`src/hw/axil_scratch_pkg.sv`:
```
package axil_scratch_pkg;

  localparam int data_width_lp       = 32;
  localparam int addr_width_lp       = 32;
  localparam int mask_width_lp       = data_width_lp / 8;
  localparam int mem_words_lp        = 16;
  localparam int word_index_width_lp = $clog2(mem_words_lp);

  typedef enum logic [1:0] {
    e_axi_resp_okay   = 2'b00,
    e_axi_resp_exokay = 2'b01,
    e_axi_resp_slverr = 2'b10,
    e_axi_resp_decerr = 2'b11
  } axi_resp_e;

  // Bit 0 privileged, bit 1 non-secure, bit 2 instruction
  typedef enum logic [2:0] {
    e_axi_prot_data_secure_unpriv   = 3'b000,
    e_axi_prot_data_secure_priv     = 3'b001,
    e_axi_prot_data_nsecure_unpriv  = 3'b010,
    e_axi_prot_data_nsecure_priv    = 3'b011,
    e_axi_prot_instr_secure_unpriv  = 3'b100,
    e_axi_prot_instr_secure_priv    = 3'b101,
    e_axi_prot_instr_nsecure_unpriv = 3'b110,
    e_axi_prot_instr_nsecure_priv   = 3'b111
  } axi_prot_e;

  // Whole word or individual byte lanes
  typedef union packed {
    logic [data_width_lp-1:0]     word;
    logic [mask_width_lp-1:0][7:0] bytes;
  } scratch_word_u;

endpackage

```
`src/hw/axil_read_capture.sv`:
```
`timescale 1ns/1ps

module axil_read_capture
  import axil_scratch_pkg::*;
  (input                            clk_i
   , input                          reset_i

   // AXI read address beat
   , input [addr_width_lp-1:0]      araddr_i
   , input                          arvalid_i
   , output logic                   arready_o

   // Held address toward the sequencer
   , output logic [addr_width_lp-1:0] addr_o
   , output logic                   v_o
   , input                          yumi_i
  );

  logic                     full_r;
  logic [addr_width_lp-1:0] addr_r;
  logic                     accept;

  // Only an empty entry takes a new beat
  assign arready_o = ~full_r;
  assign accept    = arvalid_i & ~full_r;

  always_ff @(posedge clk_i) begin
    if (reset_i) begin
      full_r <= 1'b0;
    end else if (accept) begin
      full_r <= 1'b1;
    end else if (yumi_i) begin
      full_r <= 1'b0;
    end
  end

  always_ff @(posedge clk_i) begin
    if (accept) begin
      addr_r <= araddr_i;
    end
  end

  assign addr_o = addr_r;
  assign v_o    = full_r;

endmodule

```
`src/hw/axil_write_capture.sv`:
```
`timescale 1ns/1ps

module axil_write_capture
  import axil_scratch_pkg::*;
  (input                              clk_i
   , input                            reset_i

   // AXI write address beat
   , input [addr_width_lp-1:0]        awaddr_i
   , input                            awvalid_i
   , output logic                     awready_o

   // AXI write data beat
   , input scratch_word_u             wdata_i
   , input [mask_width_lp-1:0]        wstrb_i
   , input                            wvalid_i
   , output logic                     wready_o

   // Paired write toward the sequencer
   , output logic [addr_width_lp-1:0] addr_o
   , output scratch_word_u            data_o
   , output logic [mask_width_lp-1:0] wmask_o
   , output logic                     v_o
   , input                            yumi_i
  );

  logic                     aw_full_r;
  logic [addr_width_lp-1:0] awaddr_r;
  logic                     aw_accept;

  logic                     w_full_r;
  scratch_word_u            wdata_r;
  logic [mask_width_lp-1:0] wmask_r;
  logic                     w_accept;

  assign awready_o = ~aw_full_r;
  assign wready_o  = ~w_full_r;
  assign aw_accept = awvalid_i & ~aw_full_r;
  assign w_accept  = wvalid_i & ~w_full_r;

  // AW and W fill independently, yumi drains both at once
  always_ff @(posedge clk_i) begin
    if (reset_i) begin
      aw_full_r <= 1'b0;
      w_full_r  <= 1'b0;
    end else begin
      if (aw_accept) begin
        aw_full_r <= 1'b1;
      end else if (yumi_i) begin
        aw_full_r <= 1'b0;
      end
      if (w_accept) begin
        w_full_r <= 1'b1;
      end else if (yumi_i) begin
        w_full_r <= 1'b0;
      end
    end
  end

  always_ff @(posedge clk_i) begin
    if (aw_accept) begin
      awaddr_r <= awaddr_i;
    end
    if (w_accept) begin
      wdata_r <= wdata_i;
      wmask_r <= wstrb_i;
    end
  end

  assign addr_o  = awaddr_r;
  assign data_o  = wdata_r;
  assign wmask_o = wmask_r;
  assign v_o     = aw_full_r & w_full_r;

endmodule

```
`src/hw/axil_request_sequencer.sv`:
```
`timescale 1ns/1ps

module axil_request_sequencer
  import axil_scratch_pkg::*;
  (input                                    clk_i
   , input                                  reset_i

   // Held read from the read capture
   , input [addr_width_lp-1:0]              rd_addr_i
   , input                                  rd_v_i
   , output logic                           rd_yumi_o

   // Paired write from the write capture
   , input [addr_width_lp-1:0]              wr_addr_i
   , input scratch_word_u                   wr_data_i
   , input [mask_width_lp-1:0]              wr_mask_i
   , input                                  wr_v_i
   , output logic                           wr_yumi_o

   // Memory request
   , output logic [word_index_width_lp-1:0] req_addr_o
   , output scratch_word_u                  req_data_o
   , output logic [mask_width_lp-1:0]       req_mask_o
   , output logic                           req_w_o
   , output logic                           req_v_o
   , input                                  req_ready_and_i

   // Memory response
   , input scratch_word_u                   resp_data_i
   , input                                  resp_v_i
   , output logic                           resp_ready_and_o

   // AXI R and B channels
   , output scratch_word_u                  rdata_o
   , output axi_resp_e                      rresp_o
   , output logic                           rvalid_o
   , input                                  rready_i
   , output axi_resp_e                      bresp_o
   , output logic                           bvalid_o
   , input                                  bready_i
  );

  typedef enum logic [1:0] {e_idle, e_read_wait, e_write_wait} state_e;

  state_e state_r, state_n;
  logic   is_idle;
  logic   is_read_wait;
  logic   is_write_wait;
  logic   resp_done;

  assign is_idle       = (state_r == e_idle);
  assign is_read_wait  = (state_r == e_read_wait);
  assign is_write_wait = (state_r == e_write_wait);

  // Reads win whenever one is held
  assign rd_yumi_o = is_idle & req_ready_and_i & rd_v_i;
  assign wr_yumi_o = is_idle & req_ready_and_i & ~rd_v_i & wr_v_i;

  // Byte address to word index
  assign req_addr_o = rd_v_i ? rd_addr_i[word_index_width_lp+1:2]
                             : wr_addr_i[word_index_width_lp+1:2];
  assign req_data_o = wr_data_i;
  assign req_mask_o = wr_mask_i;
  assign req_w_o    = ~rd_v_i;
  assign req_v_o    = is_idle & (rd_v_i | wr_v_i);

  // AXI back-pressure straight through to the memory
  assign resp_ready_and_o = (is_read_wait & rready_i) | (is_write_wait & bready_i);
  assign resp_done        = resp_v_i & resp_ready_and_o;

  always_comb begin
    state_n = state_r;
    case (state_r)
      e_idle: begin
        if (rd_yumi_o) begin
          state_n = e_read_wait;
        end else if (wr_yumi_o) begin
          state_n = e_write_wait;
        end
      end
      default: begin
        if (resp_done) begin
          state_n = e_idle;
        end
      end
    endcase
  end

  always_ff @(posedge clk_i) begin
    if (reset_i) begin
      state_r <= e_idle;
    end else begin
      state_r <= state_n;
    end
  end

  assign rdata_o  = resp_data_i;
  assign rresp_o  = e_axi_resp_okay;
  assign bresp_o  = e_axi_resp_okay;
  assign rvalid_o = is_read_wait & resp_v_i;
  assign bvalid_o = is_write_wait & resp_v_i;

endmodule

```
`src/hw/scratch_memory.sv`:
```
`timescale 1ns/1ps

module scratch_memory
  import axil_scratch_pkg::*;
  (input                               clk_i
   , input                             reset_i

   // Request
   , input [word_index_width_lp-1:0]   addr_i
   , input scratch_word_u              data_i
   , input [mask_width_lp-1:0]         wmask_i
   , input                             w_i
   , input                             v_i
   , output logic                      ready_and_o

   // Response
   , output scratch_word_u             data_o
   , output logic                      v_o
   , input                             resp_ready_and_i
  );

  scratch_word_u mem_r [mem_words_lp];
  scratch_word_u resp_data_r;
  logic          resp_v_r;
  logic          req_accept;
  logic          resp_taken;

  // No new request until the response slot drains
  assign ready_and_o = ~resp_v_r;
  assign req_accept  = v_i & ~resp_v_r;
  assign resp_taken  = resp_v_r & resp_ready_and_i;

  // Byte lanes update only where the mask is set
  always_ff @(posedge clk_i) begin
    if (reset_i) begin
      for (int i = 0; i < mem_words_lp; i++) begin
        mem_r[i] <= '0;
      end
    end else if (req_accept & w_i) begin
      for (int b = 0; b < mask_width_lp; b++) begin
        if (wmask_i[b]) begin
          mem_r[addr_i].bytes[b] <= data_i.bytes[b];
        end
      end
    end
  end

  always_ff @(posedge clk_i) begin
    if (reset_i) begin
      resp_v_r <= 1'b0;
    end else if (req_accept) begin
      resp_v_r <= 1'b1;
    end else if (resp_taken) begin
      resp_v_r <= 1'b0;
    end
  end

  // Stored word as it was before this request
  always_ff @(posedge clk_i) begin
    if (req_accept) begin
      resp_data_r <= mem_r[addr_i];
    end
  end

  assign data_o = resp_data_r;
  assign v_o    = resp_v_r;

endmodule

```
`src/hw/axil_scratch_top.sv`:
```
`timescale 1ns/1ps

module axil_scratch_top
  import axil_scratch_pkg::*;
  (input                                clk_i
   , input                              reset_i

   // Read address channel
   , input [addr_width_lp-1:0]          s_axil_araddr_i
   , input axi_prot_e                   s_axil_arprot_i
   , input                              s_axil_arvalid_i
   , output logic                       s_axil_arready_o

   // Write address channel
   , input [addr_width_lp-1:0]          s_axil_awaddr_i
   , input axi_prot_e                   s_axil_awprot_i
   , input                              s_axil_awvalid_i
   , output logic                       s_axil_awready_o

   // Write data channel
   , input scratch_word_u               s_axil_wdata_i
   , input [mask_width_lp-1:0]          s_axil_wstrb_i
   , input                              s_axil_wvalid_i
   , output logic                       s_axil_wready_o

   // Read data channel
   , output scratch_word_u              s_axil_rdata_o
   , output axi_resp_e                  s_axil_rresp_o
   , output logic                       s_axil_rvalid_o
   , input                              s_axil_rready_i

   // Write response channel
   , output axi_resp_e                  s_axil_bresp_o
   , output logic                       s_axil_bvalid_o
   , input                              s_axil_bready_i
  );

  // Protection fields are accepted and not acted on

  logic [addr_width_lp-1:0]       araddr_li;
  logic                           araddr_v_li;
  logic                           araddr_yumi_lo;

  logic [addr_width_lp-1:0]       awaddr_li;
  scratch_word_u                  wdata_li;
  logic [mask_width_lp-1:0]       wmask_li;
  logic                           write_v_li;
  logic                           write_yumi_lo;

  logic [word_index_width_lp-1:0] req_addr_lo;
  scratch_word_u                  req_data_lo;
  logic [mask_width_lp-1:0]       req_mask_lo;
  logic                           req_w_lo;
  logic                           req_v_lo;
  logic                           req_ready_and_li;

  scratch_word_u                  resp_data_li;
  logic                           resp_v_li;
  logic                           resp_ready_and_lo;

  axil_read_capture u_read_capture
    (.clk_i(clk_i)
     ,.reset_i(reset_i)
     ,.araddr_i(s_axil_araddr_i)
     ,.arvalid_i(s_axil_arvalid_i)
     ,.arready_o(s_axil_arready_o)
     ,.addr_o(araddr_li)
     ,.v_o(araddr_v_li)
     ,.yumi_i(araddr_yumi_lo)
     );

  axil_write_capture u_write_capture
    (.clk_i(clk_i)
     ,.reset_i(reset_i)
     ,.awaddr_i(s_axil_awaddr_i)
     ,.awvalid_i(s_axil_awvalid_i)
     ,.wdata_i(s_axil_wdata_i)
     ,.wstrb_i(s_axil_wstrb_i)
     ,.wvalid_i(s_axil_wvalid_i)
     ,.yumi_i(write_yumi_lo)
     ,.awready_o(s_axil_awready_o)
     ,.wready_o(s_axil_wready_o)
     ,.addr_o(awaddr_li)
     ,.data_o(wdata_li)
     ,.wmask_o(wmask_li)
     ,.v_o(write_v_li)
     );

  axil_request_sequencer u_sequencer
    (.clk_i(clk_i)
     ,.reset_i(reset_i)
     ,.rd_addr_i(araddr_li)
     ,.rd_v_i(araddr_v_li)
     ,.rd_yumi_o(araddr_yumi_lo)
     ,.wr_addr_i(awaddr_li)
     ,.wr_data_i(wdata_li)
     ,.wr_mask_i(wmask_li)
     ,.wr_v_i(write_v_li)
     ,.wr_yumi_o(write_yumi_lo)
     ,.req_addr_o(req_addr_lo)
     ,.req_data_o(req_data_lo)
     ,.req_mask_o(req_mask_lo)
     ,.req_w_o(req_w_lo)
     ,.req_v_o(req_v_lo)
     ,.req_ready_and_i(req_ready_and_li)
     ,.resp_data_i(resp_data_li)
     ,.resp_v_i(resp_v_li)
     ,.resp_ready_and_o(resp_ready_and_lo)
     ,.rdata_o(s_axil_rdata_o)
     ,.rresp_o(s_axil_rresp_o)
     ,.rvalid_o(s_axil_rvalid_o)
     ,.rready_i(s_axil_rready_i)
     ,.bresp_o(s_axil_bresp_o)
     ,.bvalid_o(s_axil_bvalid_o)
     ,.bready_i(s_axil_bready_i)
     );

  scratch_memory u_memory
    (.clk_i(clk_i)
     ,.reset_i(reset_i)
     ,.addr_i(req_addr_lo)
     ,.data_i(req_data_lo)
     ,.wmask_i(req_mask_lo)
     ,.w_i(req_w_lo)
     ,.v_i(req_v_lo)
     ,.ready_and_o(req_ready_and_li)
     ,.data_o(resp_data_li)
     ,.v_o(resp_v_li)
     ,.resp_ready_and_i(resp_ready_and_lo)
     );

endmodule

```
`config.mk`:
```
export PLATFORM = sky130hd
export DESIGN_NAME = axil_scratch_top
export DESIGN_NICKNAME = d
export VERILOG_FILES = /design/src/hw/axil_scratch_pkg.sv /design/src/hw/axil_read_capture.sv /design/src/hw/axil_write_capture.sv /design/src/hw/axil_request_sequencer.sv /design/src/hw/scratch_memory.sv /design/src/hw/axil_scratch_top.sv
export SDC_FILE = /design/constraint.sdc
export NUM_CORES = 1
export LEC_CHECK = 0
export ABC_AREA = 1
export BUFFER_PORTS_ARGS = -buffer_cell sky130_fd_sc_hd__buf_2
export CORE_MARGIN = 2
export CORE_UTILIZATION = 55
export DETAILED_ROUTE_END_ITERATION = 6
export PLACE_DENSITY_LB_ADDON = 0.3
export SLEW_MARGIN = 20
export SYNTH_ARGS = -nofsm -noshare
export SYNTH_HDL_FRONTEND = slang
export SYNTH_SLANG_ARGS = --single-unit
```
`constraint.sdc`:
```
create_clock -name clk_i -period 4.5 [get_ports clk_i]
set_input_delay 0.225 -clock clk_i [delete_from_list [all_inputs] [get_ports clk_i]]
set_output_delay 0.225 -clock clk_i [all_outputs]
set_load 0.1 [all_outputs]
```
Word-level counts from Yosys, hierarchy flattened
Memories as Yosys holds them, arrays and structs flattened. A register that Yosys moved wholly into a read port is not among the register bits.
Cells that the tools add are included.

operators by class
  equality and inequality tests = 3
  muxes and demuxes = 33
  bitwise logic cells = 22
  reduce and logical (&&, ||, !) cells = 8

operators with widths
  kind                                                   number
  2-to-1 mux 32 bit                                      1
  OR reduction 32 bit                                    1
  2-to-1 mux 1 bit                                       25
  bitwise AND 1 bit                                      16
  2-to-1 mux 4 bit                                       3
  nonzero test 2 bit                                     5
  2-to-1 mux 2 bit                                       4
  NOT 1 bit                                              4
  inequality test 3 x 2 -> 1 bit, second input constant  1
  equality test 2 x 1 -> 1 bit, second input constant    1
  equality test 2 bit, second input constant             1
  zero test 2 bit                                        1
  OR 1 bit                                               2
  AND reduction 2 bit                                    1

storage, ports and cells
  register bits after elaboration = 54
  RAM bits = 512
  input port bits = 113
  logic and storage cells = 76
  memories kept = 1

memory list
  name            depth  bits a word  read ports  clocked after Yosys merged registers in  wr ports  RTL line              RTL
  u_memory.mem_r  16     32           1           1                                        16        scratch_memory.sv:22  scratch_word_u mem_r [mem_words_lp];

Logic depth before layout (Yosys ltp)
  depth after elaboration = 10
  gate-level depth with buffers = 14
  gate-level depth less buffers = 11

Hierarchy
A second synthesis with hierarchy kept.

unflattened totals
  cell total of the unflattened synthesis = 3079
  area total of the unflattened synthesis = 29228.0 sq um

by module, submodules not included
  module                  instances  cells each  area each (sq um)  seq. area each (sq um)
  scratch_memory          1          2845        25333.0            16355.7
  axil_write_capture      1          83          2138.3             2082.0
  axil_read_capture       1          39          1011.0             980.9
  axil_request_sequencer  1          112         745.7              40.0

Worst setup path after synthesis
Ideal clock, no wire load.

  kind = register to register
  from = register u_read_capture.full_r (netlist: u_read_capture.v_o)
  to = memory u_memory.mem_r[11][0] (netlist bit), enable pin
  data arrival time = 2045 ps
  data required time = 4171 ps
  slack = 2126 ps
  stages on the path, launching flop included = 10
  buffers on the path = 2
  path through = dfxtp_1 > buf_4 > inv_2 > nand2_2 > nand2_2 > buf_4 > nand2_2 > nor2_2 > nand2_2 > nand2_1

RTL lines
  what                      RTL line                 RTL
  start: declaration        axil_read_capture.sv:19  logic full_r;
  start signal: assignment  axil_read_capture.sv:29  full_r <= 1'b0;
  start signal: assignment  axil_read_capture.sv:31  full_r <= 1'b1;
  start signal: assignment  axil_read_capture.sv:33  full_r <= 1'b0;
  end: declaration          scratch_memory.sv:22

==> results.py <==
metrics = {
    "drt": {
        "totalWireLength_mm": 69.6,
        "detail_route.first_pass.iterations": 6,
        "wl_per_cell_um": 18.6,
        "ant_nets": 0,
        "num_vias": 20677,
        "drt-initial-drc-count": 2439,
        "drc": 0,
        "vias_per_cell": 5.54,
    },
    "placed_design": {
        "port_buffers": 87,
        "dp_hpwl_mm": 41.8,
        "gp_congestion": 0.855,
        "pre_cts_slack_ns": 1.06,
        "postPlaceCellArea_mm2": 0.0281,
    },
    "floorplanning": {
        "die_h_um": 227,
        "pin_count": 154,
        "dieArea_mm2": 0.0516,
        "die_w_um": 227,
        "initial_core_util_pct": 55.8,
        "core_mm2": 0.0491,
        "rows": 81,
    },
    "global_routing": {
        "overflow": 0,
        "grt_use_met2_pct": 45.7,
        "grt_max_degree": 225,
        "track_usage_pct": 27.3,
        "met1_usage_pct": 35.2,
        "grt_pass1_vias": 20228,
        "grt_use_met3_pct": 4.44,
        "busiest_layer": "met2",
        "antenna_found_initial": 0,
        "grt_pass1_wl_mm": 107,
    },
    "synthesis": {
        "syn-mean-instance-area_um2": 9.21,
        "yosysWarningCount": 0,
        "synth.cell_area_mm2": 0.0274,
        "syn_inst": 2972,
        "ys.flop_type": "edfxtp_1",
        "ys_types": 20,
        "seq_area_frac_synth_pct": 64.9,
        "synth-seq-cells": 594,
        "synth-edff-count": 588,
        "async_flop_share_pct": 0,
    },
    "finish": {
        "fin_util_pct": 62.1,
        "fin_area_mm2": 0.0304,
        "finalNetCount": 3136,
        "fill_cells": 3975,
        "diodes": 0,
        "drive_above_1_share_pct": 8.83,
        "areaGrowthSynthToFinish_pct": 11.2,
    },
    "critical_path": {
        "crit_path_start_kind": "flip-flop",
        "path_class": "reg2reg",
        "crit_fanout": 51,
        "cp_common_cell": "nand2_1",
        "cp-end-kind": "flip-flop",
        "arrival_ns": 3.80,
        "slowest_delay_ns": 0.71,
        "crit_required_ns": 4.79,
        "path_cells": "nand2_1, nand2_4, nand2_1, nor2_2, nand2_1, nand2_1",
        "cpMaxStageDelayCell": "nor2_2",
    },
    "power_and_ir_drop": {
        "p_leak_nw": 13.5,
        "powerDensity_mw_per_mm2": 424,
        "ir_drop_mv": 0.350,
    },
    "clock_tree": {
        "cts.clk_slew.worst_paths_ns": 0.06,
        "tritoncts": "built",
        "h-tree-depth": 2,
        "cts_buffers": 58,
        "post_cts_buffers": 0,
        "clk_latency_ns": 0.63,
        "cts-root-buf": "clkbuf_16",
        "clock-sinks": 594,
        "cts_buffer_depth": 3,
    },
    "timing": {
        "min_period_ns": 3.50,
        "setup_viol": 0,
        "rsz0062_at_grt": "no",
        "worstMarginPinSlew_ns": 1.10,
        "clock_skew_ns": 0.0224,
        "fin_crit_sh_pct": 77.9,
        "tns_ns": 0,
        "fmax_mhz": 285,
        "hold_viol": 0,
        "slew_violations": 0,
        "maxSlewHeadroom_pct": 26.2,
        "worst_slack_ns": 0.995,
        "holdWs_ns": 0.149,
    },
    "run": {
        "cap_violations": 0,
    },
    "worst_hold_path": {
        "hold_class": "in2reg",
    },
    "outcome": {
        "status": "finished, final reports clean",
    },
}
-- per-stage QoR --
step / cells / total power, mW
after floorplan: 2975 / 7.87
after global placement: 3575 / 8.32
after detailed placement: 3575 / 8.37
after CTS: 3732 / 12.9
after global routing: 3733 / 13.3
final: 3733 / 12.9
-- synthesized netlist by cell type, types with 3 or more instances --
library cell	n	area, µm²
a21oi_1	5	25.0
buf_1	11	41.3
buf_2	51	255
buf_4	10	75.1
clkbuf_1	98	368
dfxtp_1	6	120
edfxtp_1	588	17700
inv_1	115	432
inv_2	3	11.3
nand2_1	1225	4600
nand2_2	54	338
nand3_1	261	1310
nor2_1	517	1940
nor2_2	18	113
nor2_4	5	56.3
-- flip-flops by register name, indices dropped and copies added, names as in the netlist --
name	flops
u_write_capture.addr_o	4
u_write_capture.wmask_o	4
u_write_capture.data_o	32
u_memory.v_o	1
u_sequencer.state_r	2
u_write_capture.w_full_r	1
u_read_capture.addr_o	4
u_read_capture.v_o	1
u_memory.mem_r	512
u_memory.data_o	32
u_write_capture.aw_full_r	1
-- critical path: cells and delay by family (launching register included) --
kind / cells / cell delay, ns
simple gates: 6 / 2.47
flops: 1 / 0.66
-- final cells by class --
cell class	instances	area, µm²	share of cell area, %
Sequential cell	594	17800	58.4
Multi-Input combinational cell	2093	8480	27.9
Clock buffer	77	1620	5.31
Timing Repair Buffer	158	1130	3.72
Tap cell	664	831	2.73
Inverter	118	448	1.47
Clock inverter	29	158	0.518
-- placed cells by master, fill, tap and decap left out, types with 4 or more instances in the layout --
cell type	instances
nand2_1	1223
edfxtp_1	588
nor2_1	516
nand3_1	261
inv_1	113
buf_2	87
clkbuf_16	60
nand2_2	52
dlygate4sd3_1	51
nor2_2	18
clkinv_1	17
buf_4	15
clkbuf_1	12
clkinv_2	8
nor2_4	6
dfxtp_1	6
a21oi_1	5
clkbuf_8	5
conb_1	4
-- routing by layer --
metal | vias up | routed length (µm)
li1 | 9685 | -
met1 | 9746 | 26400
met2 | 1044 | 33600
met3 | 202 | 6620
met4 | 0 | 2960
met5 | - | 0
-- logic make-up after synthesis --
group	after synthesis	share of synthesized area (%)
other cells	1	0.0137
flops	594	64.9
buf+inv	288	4.32
compound gates	7	0.151
simple gates	2082	30.6
-- final timing paths --
check                                         start                                     end  slack (ns)  depth (start not counted)
min                                 s_axil_bready_i     u_sequencer.state_r[0]$_SDFFE_PP0P_        0.15                          6
max reg2reg         u_read_capture.v_o$_SDFFE_PP0P_     u_memory.mem_r[2][30]$_SDFFCE_PN0P_         1.0                          6
max                 u_read_capture.v_o$_SDFFE_PP0P_     u_memory.mem_r[2][30]$_SDFFCE_PN0P_         1.0                          6
min reg2reg  u_write_capture.aw_full_r$_SDFFE_PP0P_  u_write_capture.aw_full_r$_SDFFE_PP0P_        0.56                          2
-- report_power, final --
part           total, mW  switching, mW  internal (mW)
Combinational       1.89           1.51          0.380
Sequential          6.42         0.0846           6.34
Clock               4.59           2.03           2.56
-- what timing repair did --
| action | in CTS | in global routing |
|---|---|---|
| endpoints found under the hold margin | 50 | 0 |
| resized for setup | 0 | 0 |
| endpoints found under the setup margin | 0 | 0 |
| hold buffers | 51 | 0 |
(Power assumes the default switching activity.)
